<file path="src/cpuMacros.svh">
`ifndef CPU_MACROS_SVH
`define CPU_MACROS_SVH

//////////////////////////////
// datapath widths
//////////////////////////////

`define XLEN        32  // data and address width
`define REG_ADDR_W  5
`define REG_COUNT   32

//////////////////////////////
// memory map
//////////////////////////////

`define RESET_PC    32'h0000_0000
`define IMEM_WORDS  256  // instruction ROM depth in words

`endif

</file>
<file path="src/isaPkg.sv">
`include "cpuMacros.svh"

package isaPkg;

    // primary opcode field, instr[31:26]
    typedef enum logic [5:0] {
        opRtype = 6'b000000,
        opJ     = 6'b000010,
        opBeq   = 6'b000100,
        opAddi  = 6'b001000,
        opAndi  = 6'b001100,
        opOri   = 6'b001101,
        opHalt  = 6'b001110,
        opLw    = 6'b100011,
        opSw    = 6'b101011
    } opcodeT;

    // function field of register instructions
    typedef enum logic [5:0] {
        fnAdd = 6'b100000,
        fnSub = 6'b100010,
        fnAnd = 6'b100100,
        fnOr  = 6'b100101,
        fnSlt = 6'b101010
    } functT;

    typedef enum logic [2:0] {
        aluAdd = 3'd0,  // zero so a bubble decodes as add
        aluSub = 3'd1,
        aluAnd = 3'd2,
        aluOr  = 3'd3,
        aluSlt = 3'd4
    } aluOpT;

    typedef logic [`REG_ADDR_W-1:0] regAddrT;
    typedef logic [`XLEN-1:0]       wordT;

endpackage

</file>
<file path="src/pipePkg.sv">
package pipePkg;
    import isaPkg::*;

    // all zero is a bubble
    typedef struct packed {
        logic  regWrite;
        logic  memWrite;
        logic  memToReg;
        logic  aluSrc;
        logic  halt;
        aluOpT aluOp;
    } ctrlT;

    typedef struct packed {
        wordT instr;
        wordT pcPlus4;
    } fetchDecT;

    typedef struct packed {
        ctrlT    ctrl;
        wordT    regData1;
        wordT    regData2;
        wordT    immExt;
        regAddrT rs;
        regAddrT rt;
        regAddrT writeAddr;
    } decExT;

    typedef struct packed {
        ctrlT    ctrl;
        wordT    aluRes;
        wordT    storeData;
        regAddrT writeAddr;
    } exMemT;

    // only regWrite, memToReg and halt matter past memory
    typedef struct packed {
        ctrlT    ctrl;
        wordT    aluRes;
        wordT    loadData;
        regAddrT writeAddr;
    } memWbT;

endpackage

</file>
<file path="src/hazardIf.sv">
`timescale 1ns/1ps

interface hazardIf (
    input logic clk,
    input logic reset
);
    import isaPkg::*;

    regAddrT    rsD, rtD;                       // decode sources
    logic       aluSrcD, branchD, jumpD;
    regAddrT    rsE, rtE, writeAddrE;
    logic       regWriteE, memToRegE;
    regAddrT    writeAddrM;
    logic       regWriteM, memToRegM;
    regAddrT    writeAddrW;
    logic       regWriteW;
    logic       haltPending;

    logic [1:0] forwardAE, forwardBE;           // 00 none, 01 writeback, 10 memory
    logic       forwardAD, forwardBD;           // memory result into branch compare
    logic       stallF, stallD, flushE;

    modport hazard (
        input  clk, reset,
        input  rsD, rtD, aluSrcD, branchD, jumpD,
        input  rsE, rtE, writeAddrE, regWriteE, memToRegE,
        input  writeAddrM, regWriteM, memToRegM,
        input  writeAddrW, regWriteW, haltPending,
        output forwardAE, forwardBE, forwardAD, forwardBD,
        output stallF, stallD, flushE
    );

    modport core (
        output rsD, rtD, aluSrcD, branchD, jumpD,
        output rsE, rtE, writeAddrE, regWriteE, memToRegE,
        output writeAddrM, regWriteM, memToRegM,
        output writeAddrW, regWriteW, haltPending,
        input  forwardAE, forwardBE, forwardAD, forwardBD,
        input  stallF, stallD, flushE
    );

endinterface

</file>
<file path="src/decodeUnit.sv">
`timescale 1ns/1ps
`include "cpuMacros.svh"

module decodeUnit (
    input  logic              clk,
    input  logic              reset,
    input  pipePkg::fetchDecT fd,
    input  isaPkg::regAddrT   writeAddrW,
    input  isaPkg::wordT      writeDataW,
    input  logic              regWriteW,
    input  isaPkg::wordT      aluResM,
    hazardIf.core             hz,
    output pipePkg::decExT    de,
    output logic              pcRedirect,
    output isaPkg::wordT      pcTarget,
    output logic              jump,
    output logic              branch,
    output logic              aluSrc
);
    import isaPkg::*;
    import pipePkg::*;

    opcodeT  opcode;
    functT   funct;
    regAddrT rs, rt, rd;
    ctrlT    ctrl;
    logic    zeroImm;
    wordT    regs [`REG_COUNT];
    wordT    rd1, rd2, immExt, cmpA, cmpB;

    assign opcode = opcodeT'(fd.instr[31:26]);
    assign funct  = functT'(fd.instr[5:0]);
    assign rs     = fd.instr[25:21];
    assign rt     = fd.instr[20:16];
    assign rd     = fd.instr[15:11];

    //////////////////////////////
    // control decode
    //////////////////////////////

    always_comb
    begin
        ctrl    = '0;
        branch  = 1'b0;
        jump    = 1'b0;
        zeroImm = 1'b0;
        case (opcode)
            opRtype:
            begin
                ctrl.regWrite = 1'b1;
                case (funct)
                    fnAdd:   ctrl.aluOp = aluAdd;
                    fnSub:   ctrl.aluOp = aluSub;
                    fnAnd:   ctrl.aluOp = aluAnd;
                    fnOr:    ctrl.aluOp = aluOr;
                    fnSlt:   ctrl.aluOp = aluSlt;
                    default: ctrl.regWrite = 1'b0;  // nop, incl. all-zero bubble
                endcase
            end
            opLw:
            begin
                ctrl.regWrite = 1'b1;
                ctrl.memToReg = 1'b1;
                ctrl.aluSrc   = 1'b1;
            end
            opSw:
            begin
                ctrl.memWrite = 1'b1;
                ctrl.aluSrc   = 1'b1;
            end
            opAddi:
            begin
                ctrl.regWrite = 1'b1;
                ctrl.aluSrc   = 1'b1;
            end
            opAndi, opOri:
            begin
                ctrl.regWrite = 1'b1;
                ctrl.aluSrc   = 1'b1;
                ctrl.aluOp    = (opcode == opAndi) ? aluAnd : aluOr;
                zeroImm       = 1'b1;
            end
            opBeq:   branch = 1'b1;
            opJ:     jump = 1'b1;
            opHalt:  ctrl.halt = 1'b1;
            default: ctrl = '0;
        endcase
    end

    assign aluSrc = ctrl.aluSrc;

    //////////////////////////////
    // register file
    //////////////////////////////

    always_ff @(posedge clk or posedge reset)
    begin
        if (reset)
        begin
            for (int i = 0; i < `REG_COUNT; i++)
                regs[i] <= '0;
        end
        else if (regWriteW && writeAddrW != '0)  // r0 stays zero
            regs[writeAddrW] <= writeDataW;
    end

    // same-cycle writeback bypass
    assign rd1 = (regWriteW && writeAddrW != '0 && writeAddrW == rs) ? writeDataW : regs[rs];
    assign rd2 = (regWriteW && writeAddrW != '0 && writeAddrW == rt) ? writeDataW : regs[rt];

    assign immExt = zeroImm ? {{(`XLEN-16){1'b0}}, fd.instr[15:0]}
                            : {{(`XLEN-16){fd.instr[15]}}, fd.instr[15:0]};

    // beq resolved here, memory result forwarded in
    assign cmpA = hz.forwardAD ? aluResM : rd1;
    assign cmpB = hz.forwardBD ? aluResM : rd2;

    assign pcTarget   = jump ? {fd.pcPlus4[31:28], fd.instr[25:0], 2'b00}
                             : fd.pcPlus4 + {immExt[29:0], 2'b00};
    assign pcRedirect = ((branch && cmpA == cmpB) || jump) && !hz.stallD;

    always_comb
    begin
        de.ctrl      = ctrl;
        de.regData1  = rd1;
        de.regData2  = rd2;
        de.immExt    = immExt;
        de.rs        = rs;
        de.rt        = rt;
        de.writeAddr = (opcode == opRtype) ? rd : rt;
    end

    // r0 reads as zero on both ports, bypass included
    assert property (@(posedge clk) disable iff (reset)
        (rs == '0) |-> (rd1 == '0));
    assert property (@(posedge clk) disable iff (reset)
        (rt == '0) |-> (rd2 == '0));

endmodule

</file>
<file path="src/execUnit.sv">
`timescale 1ns/1ps

module execUnit (
    input  pipePkg::decExT de,
    input  isaPkg::wordT   aluResM,
    input  isaPkg::wordT   writeDataW,
    hazardIf.core          hz,
    output pipePkg::exMemT em
);
    import isaPkg::*;

    wordT srcA, regB, srcB;

    // operand forwarding, memory before writeback
    always_comb
    begin
        case (hz.forwardAE)
            2'b10:   srcA = aluResM;
            2'b01:   srcA = writeDataW;
            default: srcA = de.regData1;
        endcase
        case (hz.forwardBE)
            2'b10:   regB = aluResM;
            2'b01:   regB = writeDataW;
            default: regB = de.regData2;
        endcase
    end

    assign srcB = de.ctrl.aluSrc ? de.immExt : regB;

    always_comb
    begin
        em.ctrl      = de.ctrl;
        em.storeData = regB;      // forwarded rt is the sw data
        em.writeAddr = de.writeAddr;
        case (de.ctrl.aluOp)
            aluAdd:  em.aluRes = srcA + srcB;
            aluSub:  em.aluRes = srcA - srcB;
            aluAnd:  em.aluRes = srcA & srcB;
            aluOr:   em.aluRes = srcA | srcB;
            aluSlt:  em.aluRes = ($signed(srcA) < $signed(srcB)) ? wordT'(1) : '0;
            default: em.aluRes = srcA + srcB;
        endcase
    end

endmodule

</file>
<file path="src/hazardUnit.sv">
`timescale 1ns/1ps

module hazardUnit (
    hazardIf.hazard hz
);
    import isaPkg::*;

    logic loadUseStall, branchStall, rtUsedD;

    // memory has priority, r0 never forwarded
    function automatic logic [1:0] fwdSel(input regAddrT src);
        if (src != '0 && hz.regWriteM && src == hz.writeAddrM)
            return 2'b10;
        else if (src != '0 && hz.regWriteW && src == hz.writeAddrW)
            return 2'b01;
        else
            return 2'b00;
    endfunction

    assign hz.forwardAE = fwdSel(hz.rsE);
    assign hz.forwardBE = fwdSel(hz.rtE);

    assign hz.forwardAD = (hz.rsD != '0) && hz.regWriteM && (hz.rsD == hz.writeAddrM);
    assign hz.forwardBD = (hz.rtD != '0) && hz.regWriteM && (hz.rtD == hz.writeAddrM);

    assign rtUsedD = !hz.aluSrcD;

    assign loadUseStall = hz.memToRegE &&
        ((hz.rsD == hz.writeAddrE) || (rtUsedD && hz.rtD == hz.writeAddrE));

    // beq waits for an ALU result in execute or a load in memory
    assign branchStall = hz.branchD &&
        ((hz.regWriteE && (hz.writeAddrE == hz.rsD || hz.writeAddrE == hz.rtD)) ||
         (hz.memToRegM && (hz.writeAddrM == hz.rsD || hz.writeAddrM == hz.rtD)));

    assign hz.stallF = loadUseStall || branchStall || hz.haltPending;
    assign hz.stallD = loadUseStall || branchStall || hz.haltPending;
    assign hz.flushE = loadUseStall || branchStall || hz.jumpD;

    assert property (@(posedge hz.clk) disable iff (hz.reset)
        (hz.forwardAE != 2'b00) |-> (hz.rsE != '0));
    assert property (@(posedge hz.clk) disable iff (hz.reset)
        (hz.forwardBE != 2'b00) |-> (hz.rtE != '0));

    // load-use stall means a load in memory never feeds execute
    assert property (@(posedge hz.clk) disable iff (hz.reset)
        (hz.forwardAE == 2'b10 || hz.forwardBE == 2'b10) |-> !hz.memToRegM);

endmodule

</file>
<file path="src/mipsCore.sv">
`timescale 1ns/1ps
`include "cpuMacros.svh"

module mipsCore (
    input  logic         clk,
    input  logic         reset,
    input  isaPkg::wordT imemData,
    input  isaPkg::wordT dmemReadData,
    output isaPkg::wordT imemAddr,
    output isaPkg::wordT dmemAddr,
    output isaPkg::wordT dmemWriteData,
    output logic         dmemWriteEnable,
    output logic         halt
);
    import isaPkg::*;
    import pipePkg::*;

    wordT     pc, pcTarget, writeDataW;
    logic     pcRedirect, jumpD, branchD, aluSrcD;
    fetchDecT fdIn, fdQ;
    decExT    deD, deQ;
    exMemT    emD, emQ;
    memWbT    mwD, mwQ;

    hazardIf hz (.clk(clk), .reset(reset));

    hazardUnit hazard (.hz(hz.hazard));

    //////////////////////////////
    // fetch
    //////////////////////////////

    always_ff @(posedge clk or posedge reset)
    begin
        if (reset)
            pc <= `RESET_PC;
        else if (pcRedirect)
            pc <= pcTarget;
        else if (!hz.stallF)
            pc <= pc + wordT'(4);
    end

    assign imemAddr     = pc;
    assign fdIn.instr   = imemData;
    assign fdIn.pcPlus4 = pc + wordT'(4);

    // no delay slot, a redirect squashes the fetched word
    pipeReg #(.payloadT(fetchDecT)) fdReg (
        .clk(clk), .reset(reset), .stall(hz.stallD), .flush(pcRedirect), .d(fdIn), .q(fdQ)
    );

    //////////////////////////////
    // decode and execute
    //////////////////////////////

    decodeUnit decode (
        .clk(clk), .reset(reset), .fd(fdQ),
        .writeAddrW(mwQ.writeAddr), .writeDataW(writeDataW), .regWriteW(mwQ.ctrl.regWrite),
        .aluResM(emQ.aluRes), .hz(hz.core), .de(deD),
        .pcRedirect(pcRedirect), .pcTarget(pcTarget),
        .jump(jumpD), .branch(branchD), .aluSrc(aluSrcD)
    );

    pipeReg #(.payloadT(decExT)) deReg (
        .clk(clk), .reset(reset), .stall(1'b0), .flush(hz.flushE), .d(deD), .q(deQ)
    );

    execUnit execute (
        .de(deQ), .aluResM(emQ.aluRes), .writeDataW(writeDataW), .hz(hz.core), .em(emD)
    );

    pipeReg #(.payloadT(exMemT)) emReg (
        .clk(clk), .reset(reset), .stall(1'b0), .flush(1'b0), .d(emD), .q(emQ)
    );

    //////////////////////////////
    // memory and writeback
    //////////////////////////////

    assign dmemAddr        = emQ.aluRes;
    assign dmemWriteData   = emQ.storeData;
    assign dmemWriteEnable = emQ.ctrl.memWrite;

    assign mwD.ctrl      = emQ.ctrl;
    assign mwD.aluRes    = emQ.aluRes;
    assign mwD.loadData  = dmemReadData;
    assign mwD.writeAddr = emQ.writeAddr;

    pipeReg #(.payloadT(memWbT)) mwReg (
        .clk(clk), .reset(reset), .stall(1'b0), .flush(1'b0), .d(mwD), .q(mwQ)
    );

    assign writeDataW = mwQ.ctrl.memToReg ? mwQ.loadData : mwQ.aluRes;

    always_ff @(posedge clk or posedge reset)
    begin
        if (reset)
            halt <= 1'b0;
        else if (mwQ.ctrl.halt)
            halt <= 1'b1;  // sticky until reset
    end

    // hazard inputs
    assign hz.rsD        = deD.rs;
    assign hz.rtD        = deD.rt;
    assign hz.aluSrcD    = aluSrcD && !deD.ctrl.memWrite;  // a store still reads rt as data
    assign hz.branchD    = branchD;
    assign hz.jumpD      = jumpD;
    assign hz.rsE        = deQ.rs;
    assign hz.rtE        = deQ.rt;
    assign hz.writeAddrE = deQ.writeAddr;
    assign hz.regWriteE  = deQ.ctrl.regWrite;
    assign hz.memToRegE  = deQ.ctrl.memToReg;
    assign hz.writeAddrM = emQ.writeAddr;
    assign hz.regWriteM  = emQ.ctrl.regWrite;
    assign hz.memToRegM  = emQ.ctrl.memToReg;
    assign hz.writeAddrW = mwQ.writeAddr;
    assign hz.regWriteW  = mwQ.ctrl.regWrite;

    // halt anywhere from decode on, or already retired
    assign hz.haltPending = deD.ctrl.halt || deQ.ctrl.halt || emQ.ctrl.halt ||
                            mwQ.ctrl.halt || halt;

endmodule

</file>
<file path="src/pipeReg.sv">
`timescale 1ns/1ps

module pipeReg #(
    parameter type payloadT = logic
) (
    input  logic    clk,
    input  logic    reset,
    input  logic    stall,
    input  logic    flush,
    input  payloadT d,
    output payloadT q
);

    always_ff @(posedge clk or posedge reset)
    begin
        if (reset)
            q <= '0;
        else if (flush)
            q <= '0;  // bubble, wins over stall
        else if (!stall)
            q <= d;
    end

    // a stalled stage keeps its instruction for the next cycle
    assert property (@(posedge clk) disable iff (reset)
        (stall && !flush) |=> (q == $past(q)));

endmodule

</file>
<file path="config.mk">
export PLATFORM = sky130hd
export DESIGN_NAME = mipsCore
export DESIGN_NICKNAME = d
export VERILOG_FILES = /design/src/isaPkg.sv /design/src/pipePkg.sv /design/src/hazardIf.sv /design/src/decodeUnit.sv /design/src/execUnit.sv /design/src/hazardUnit.sv /design/src/mipsCore.sv /design/src/pipeReg.sv
export VERILOG_INCLUDE_DIRS = /design/src
export SDC_FILE = /design/constraint.sdc
export NUM_CORES = 2
export LEC_CHECK = 0
export ABC_CLOCK_PERIOD_IN_PS = 47000
export BUFFER_PORTS_ARGS = -buffer_cell sky130_fd_sc_hd__buf_2
export CORE_MARGIN = 2
export CORE_UTILIZATION = 59
export CTS_BUF_LIST = sky130_fd_sc_hd__clkbuf_4 sky130_fd_sc_hd__clkbuf_8
export DETAILED_ROUTE_END_ITERATION = 16
export PLACE_DENSITY = 0.79
export SLEW_MARGIN = 30
export SYNTH_ARGS = -nofsm -noshare
export SYNTH_HDL_FRONTEND = slang
export SYNTH_SLANG_ARGS = --single-unit
</file>
<file path="constraint.sdc">
create_clock -name clk -period 47 [get_ports clk]
set_clock_uncertainty 0.15 [all_clocks]
set_input_delay 9.4 -clock clk [delete_from_list [all_inputs] [get_ports clk]]
set_output_delay 9.4 -clock clk [all_outputs]
set_load 0.005 [all_outputs]
</file>
==> flow_metrics.env <==
export IMPL_outcome="complete, no violations"
export IMPL_min_delay_start="deReg.q[118]"
export IMPL_drtIter0Drc=9669
export IMPL_synth_area_um2=76600
export IMPL_synth_top_area_share_pct=44.8
export IMPL_start_util_pct=59.3
export IMPL_fin_area_um2=83400
export IMPL_rows=132
export IMPL_die_h_um=364
export IMPL_place_hpwl_um=169000
export IMPL_p_int_mw=3.50
export IMPL_numCtsBuffers=222
export IMPL_dp_cells=9041
export IMPL_cts_resized=0
export IMPL_setup_tns_ps=0
export IMPL_p_comb_share_pct=51.0
export IMPL_ys_seq_elements=1370
export IMPL_crit_type="input port to async pin"
export IMPL_synth_warnings=0
export IMPL_ant_nets=0
export IMPL_drt_first_pass_iters=8
export IMPL_regArea_um2=34300
export IMPL_slew_limit_headroom_pct=23.7
export IMPL_rrSetupSlack_ps=38690
export IMPL_path_common_cell="buf_4"
export IMPL_die_w_um=364
export IMPL_maxCapViolations=0
export IMPL_yosysTopAreaCell="dfrtp_1"
export IMPL_crit_reg2reg_launch="fdReg.q[48]"
export IMPL_setup_viol=0
export IMPL_worst_r2r_path_depth=17
export IMPL_cts_sinks=1370
export IMPL_yosysSeqAreaShare_pct=44.8
export IMPL_p_sw_mw=2.98
export IMPL_p_sw_share_pct=46.0
export IMPL_pwr_share_clk_pct=18.1
export IMPL_dieArea_um2=133000
export IMPL_areaGrowthSynthToFinish_pct=8.89
export IMPL_track_usage_pct=40.9
export IMPL_cts_hold_fix_buffers=0
export IMPL_cts_tree="done"
export IMPL_yosysUniqueCellTypes=101
export IMPL_fin_hold_ws_ps=226
export IMPL_grt_max_degree=180
export IMPL_place_congestion=0.984
export IMPL_final_nets=7728
export IMPL_max_vdd_ir_drop_mv=0.0489
export IMPL_drc=0
export IMPL_io_buffers=163
export IMPL_hold_path_depth=0
export IMPL_crit_required_ps=47950
export IMPL_worstMarginPinSlew_ps=1140
export IMPL_drt_wl_total_um=272000
export IMPL_power_mw=6.49
export IMPL_clkTransAtPathRegs_ps=60
export IMPL_clock_latency_ps=960
export IMPL_min_period_ps=12470
export IMPL_multiInputGateArea_um2=38700
export IMPL_stdcell_count=9467
export IMPL_post_cts_setup_buffer_count=0
export IMPL_synth_main_ff_cell="dfrtp_1"
export IMPL_p_seq_share_pct=30.9
export IMPL_coreArea_um2=129000
export IMPL_slowest_delay_ps=800
export IMPL_slew_violations=0
export IMPL_leakage_nw=36.5
export IMPL_via_per_inst=6.93
export IMPL_hold_class="register to register"
export IMPL_grt_pass1_wl_um=404000
export IMPL_holdPathEnd="emReg.q[76]"
export IMPL_vias=65600
export IMPL_synth_area_leaders="dfrtp_1 45%, mux4_2 11%, o21ai_0 5.9%"
export IMPL_syn_nets=7928
export IMPL_synth_cells=7733
export IMPL_place_area_um2=77900
export IMPL_startpoint_type="input port"
export IMPL_syn_avg_cell_area_um2=9.90
export IMPL_path_max_fanout=66
export IMPL_p_per_area_nw_per_um2=77.8
export IMPL_worst_r2r_endpoint="imemAddr[15]"
export IMPL_fmaxAchievable_mhz=80.2
export IMPL_critical_path_arrival_ps=13420
export IMPL_fillers=9908
export IMPL_period_share_pct=26.5
export IMPL_ctsLongestPathBuffers=3
export IMPL_synth_async_reset_ratio_pct=100
export IMPL_slowest_stage="buf_4"
export IMPL_finalHoldViolCount=0
export IMPL_htree_levels=4
export IMPL_gr_total_overflow=0
export IMPL_synth_edf_count=0
export IMPL_pin_count=164
export IMPL_crit_chain="buf_2 > clkinvlp_4 > buf_12 > buf_4 > buf_4 > buf_4 > buf_4 > buf_12"
export IMPL_wl_per_cell_um=28.7
export IMPL_antenna_found_initial=13
export IMPL_grt_pass1_vias=64300
export IMPL_rsz0062_at_grt="false"
export IMPL_root_buffer="clkbuf_8"
export IMPL_crit_path_end_kind="async pin"
export IMPL_drive_above_1_share_pct=17.2
## layout make-up
type / count / area share [%]
multi-input combinational: 5448 / 46.4
sequential: 1370 / 41.2
clock buffer: 363 / 5.50
timing repair buffer: 355 / 3.12
tap: 1742 / 2.61
inverter: 136 / 0.617
clock inverter: 46 / 0.611
antenna: 7 / 0.0210
## critical path: cells and delay by family
family / cells / cell delay, ps
buffers and inverters: 8 / 3880
## flip-flops by register name, summed over array words and instances, names as in the netlist
name,count
decode.regs,1024
fdReg.q,64
mwReg.q,72
imemAddr,32
deReg.q,104
emReg.q,73
halt,1
## metal layers
metal / GRT usage, % / vias to the layer above / wire length, um
met5: 0.980 / - / 293
met4: 28.3 / 18 / 21400
met3: 15.1 / 1250 / 40500
met2: 57.7 / 4853 / 114000
met1: 52.4 / 32100 / 95100
li1: - / 27400 / -
## power groups by stage
stage          sequential (mW)  combinational, mW  clock (mW)
2_1_floorplan             1.83               2.31           0
3_3_place_gp              1.97               3.07           0
3_5_place_dp              2.00               3.14           0
4_1_cts                   1.99               3.16        1.17
5_1_grt                   2.05               3.49        1.23
6_report                  2.00               3.31        1.18
## worst max path at each step
stage | to | from | slack (ps)
after floorplan | deReg.q[0] | reset | 18500
after global placement | fdReg.q[54] | reset | 32480
after detailed placement | fdReg.q[54] | reset | 32410
after CTS | fdReg.q[54] | reset | 33400
after global routing | fdReg.q[54] | reset | 33970
final | fdReg.q[54] | reset | 34530
## metrics by stage
step	util, %	setup WS (ps)
after floorplan	-	18500
after global placement	60.2	32480
after detailed placement	60.4	32410
after CTS	64.3	33400
after global routing	64.6	33970
final	64.6	34530
## placed cells by master, fill, tap and decap left out, types with 158 or more instances in the layout
cell	instances
mux2i_1	319
mux4_2	381
nand2_1	1007
a21oi_1	595
clkbuf_8	297
buf_4	158
buf_2	163
nor2_1	673
o21ai_0	905
dfrtp_1	1359
## Yosys cell counts (25+ instances only)
cell and number:
ha_1 126, clkbuf_1 504, a21oi_1 597, nand2_1 1024
nor2b_1 29, o221ai_1 25, mux2_2 28, buf_2 98
a21o_1 33, xor2_1 42, nor3_1 81, a32oi_1 26
a211oi_1 36, a221oi_1 30, nand2b_1 33, o31ai_1 50
o21ai_0 907, dfrtp_1 1370, o22ai_1 95, nand4_1 47
nand3_1 97, buf_6 31, a22oi_1 142, inv_1 135
nor2_1 688, and3_1 66, mux4_2 381, o211ai_1 42
mux2i_1 351, o21bai_1 26, xnor2_1 83, buf_4 120
## logic make-up (layout without fill, tap and decap cells)
kind of cell	count (synthesis)	in the layout	share of synthesized area, %
XOR/XNOR	125	125	1.43
buffers and inverters	915	900	5.70
AO/OA/AOI/OAI	2210	2210	17.1
multiplexers	765	765	16.4
adder cells (fa/ha/maj)	129	129	2.14
AND/OR/NAND/NOR	2219	2219	12.5
flip-flops	1370	1370	44.8
other	0	7	0
(Power assumes the default switching activity.)
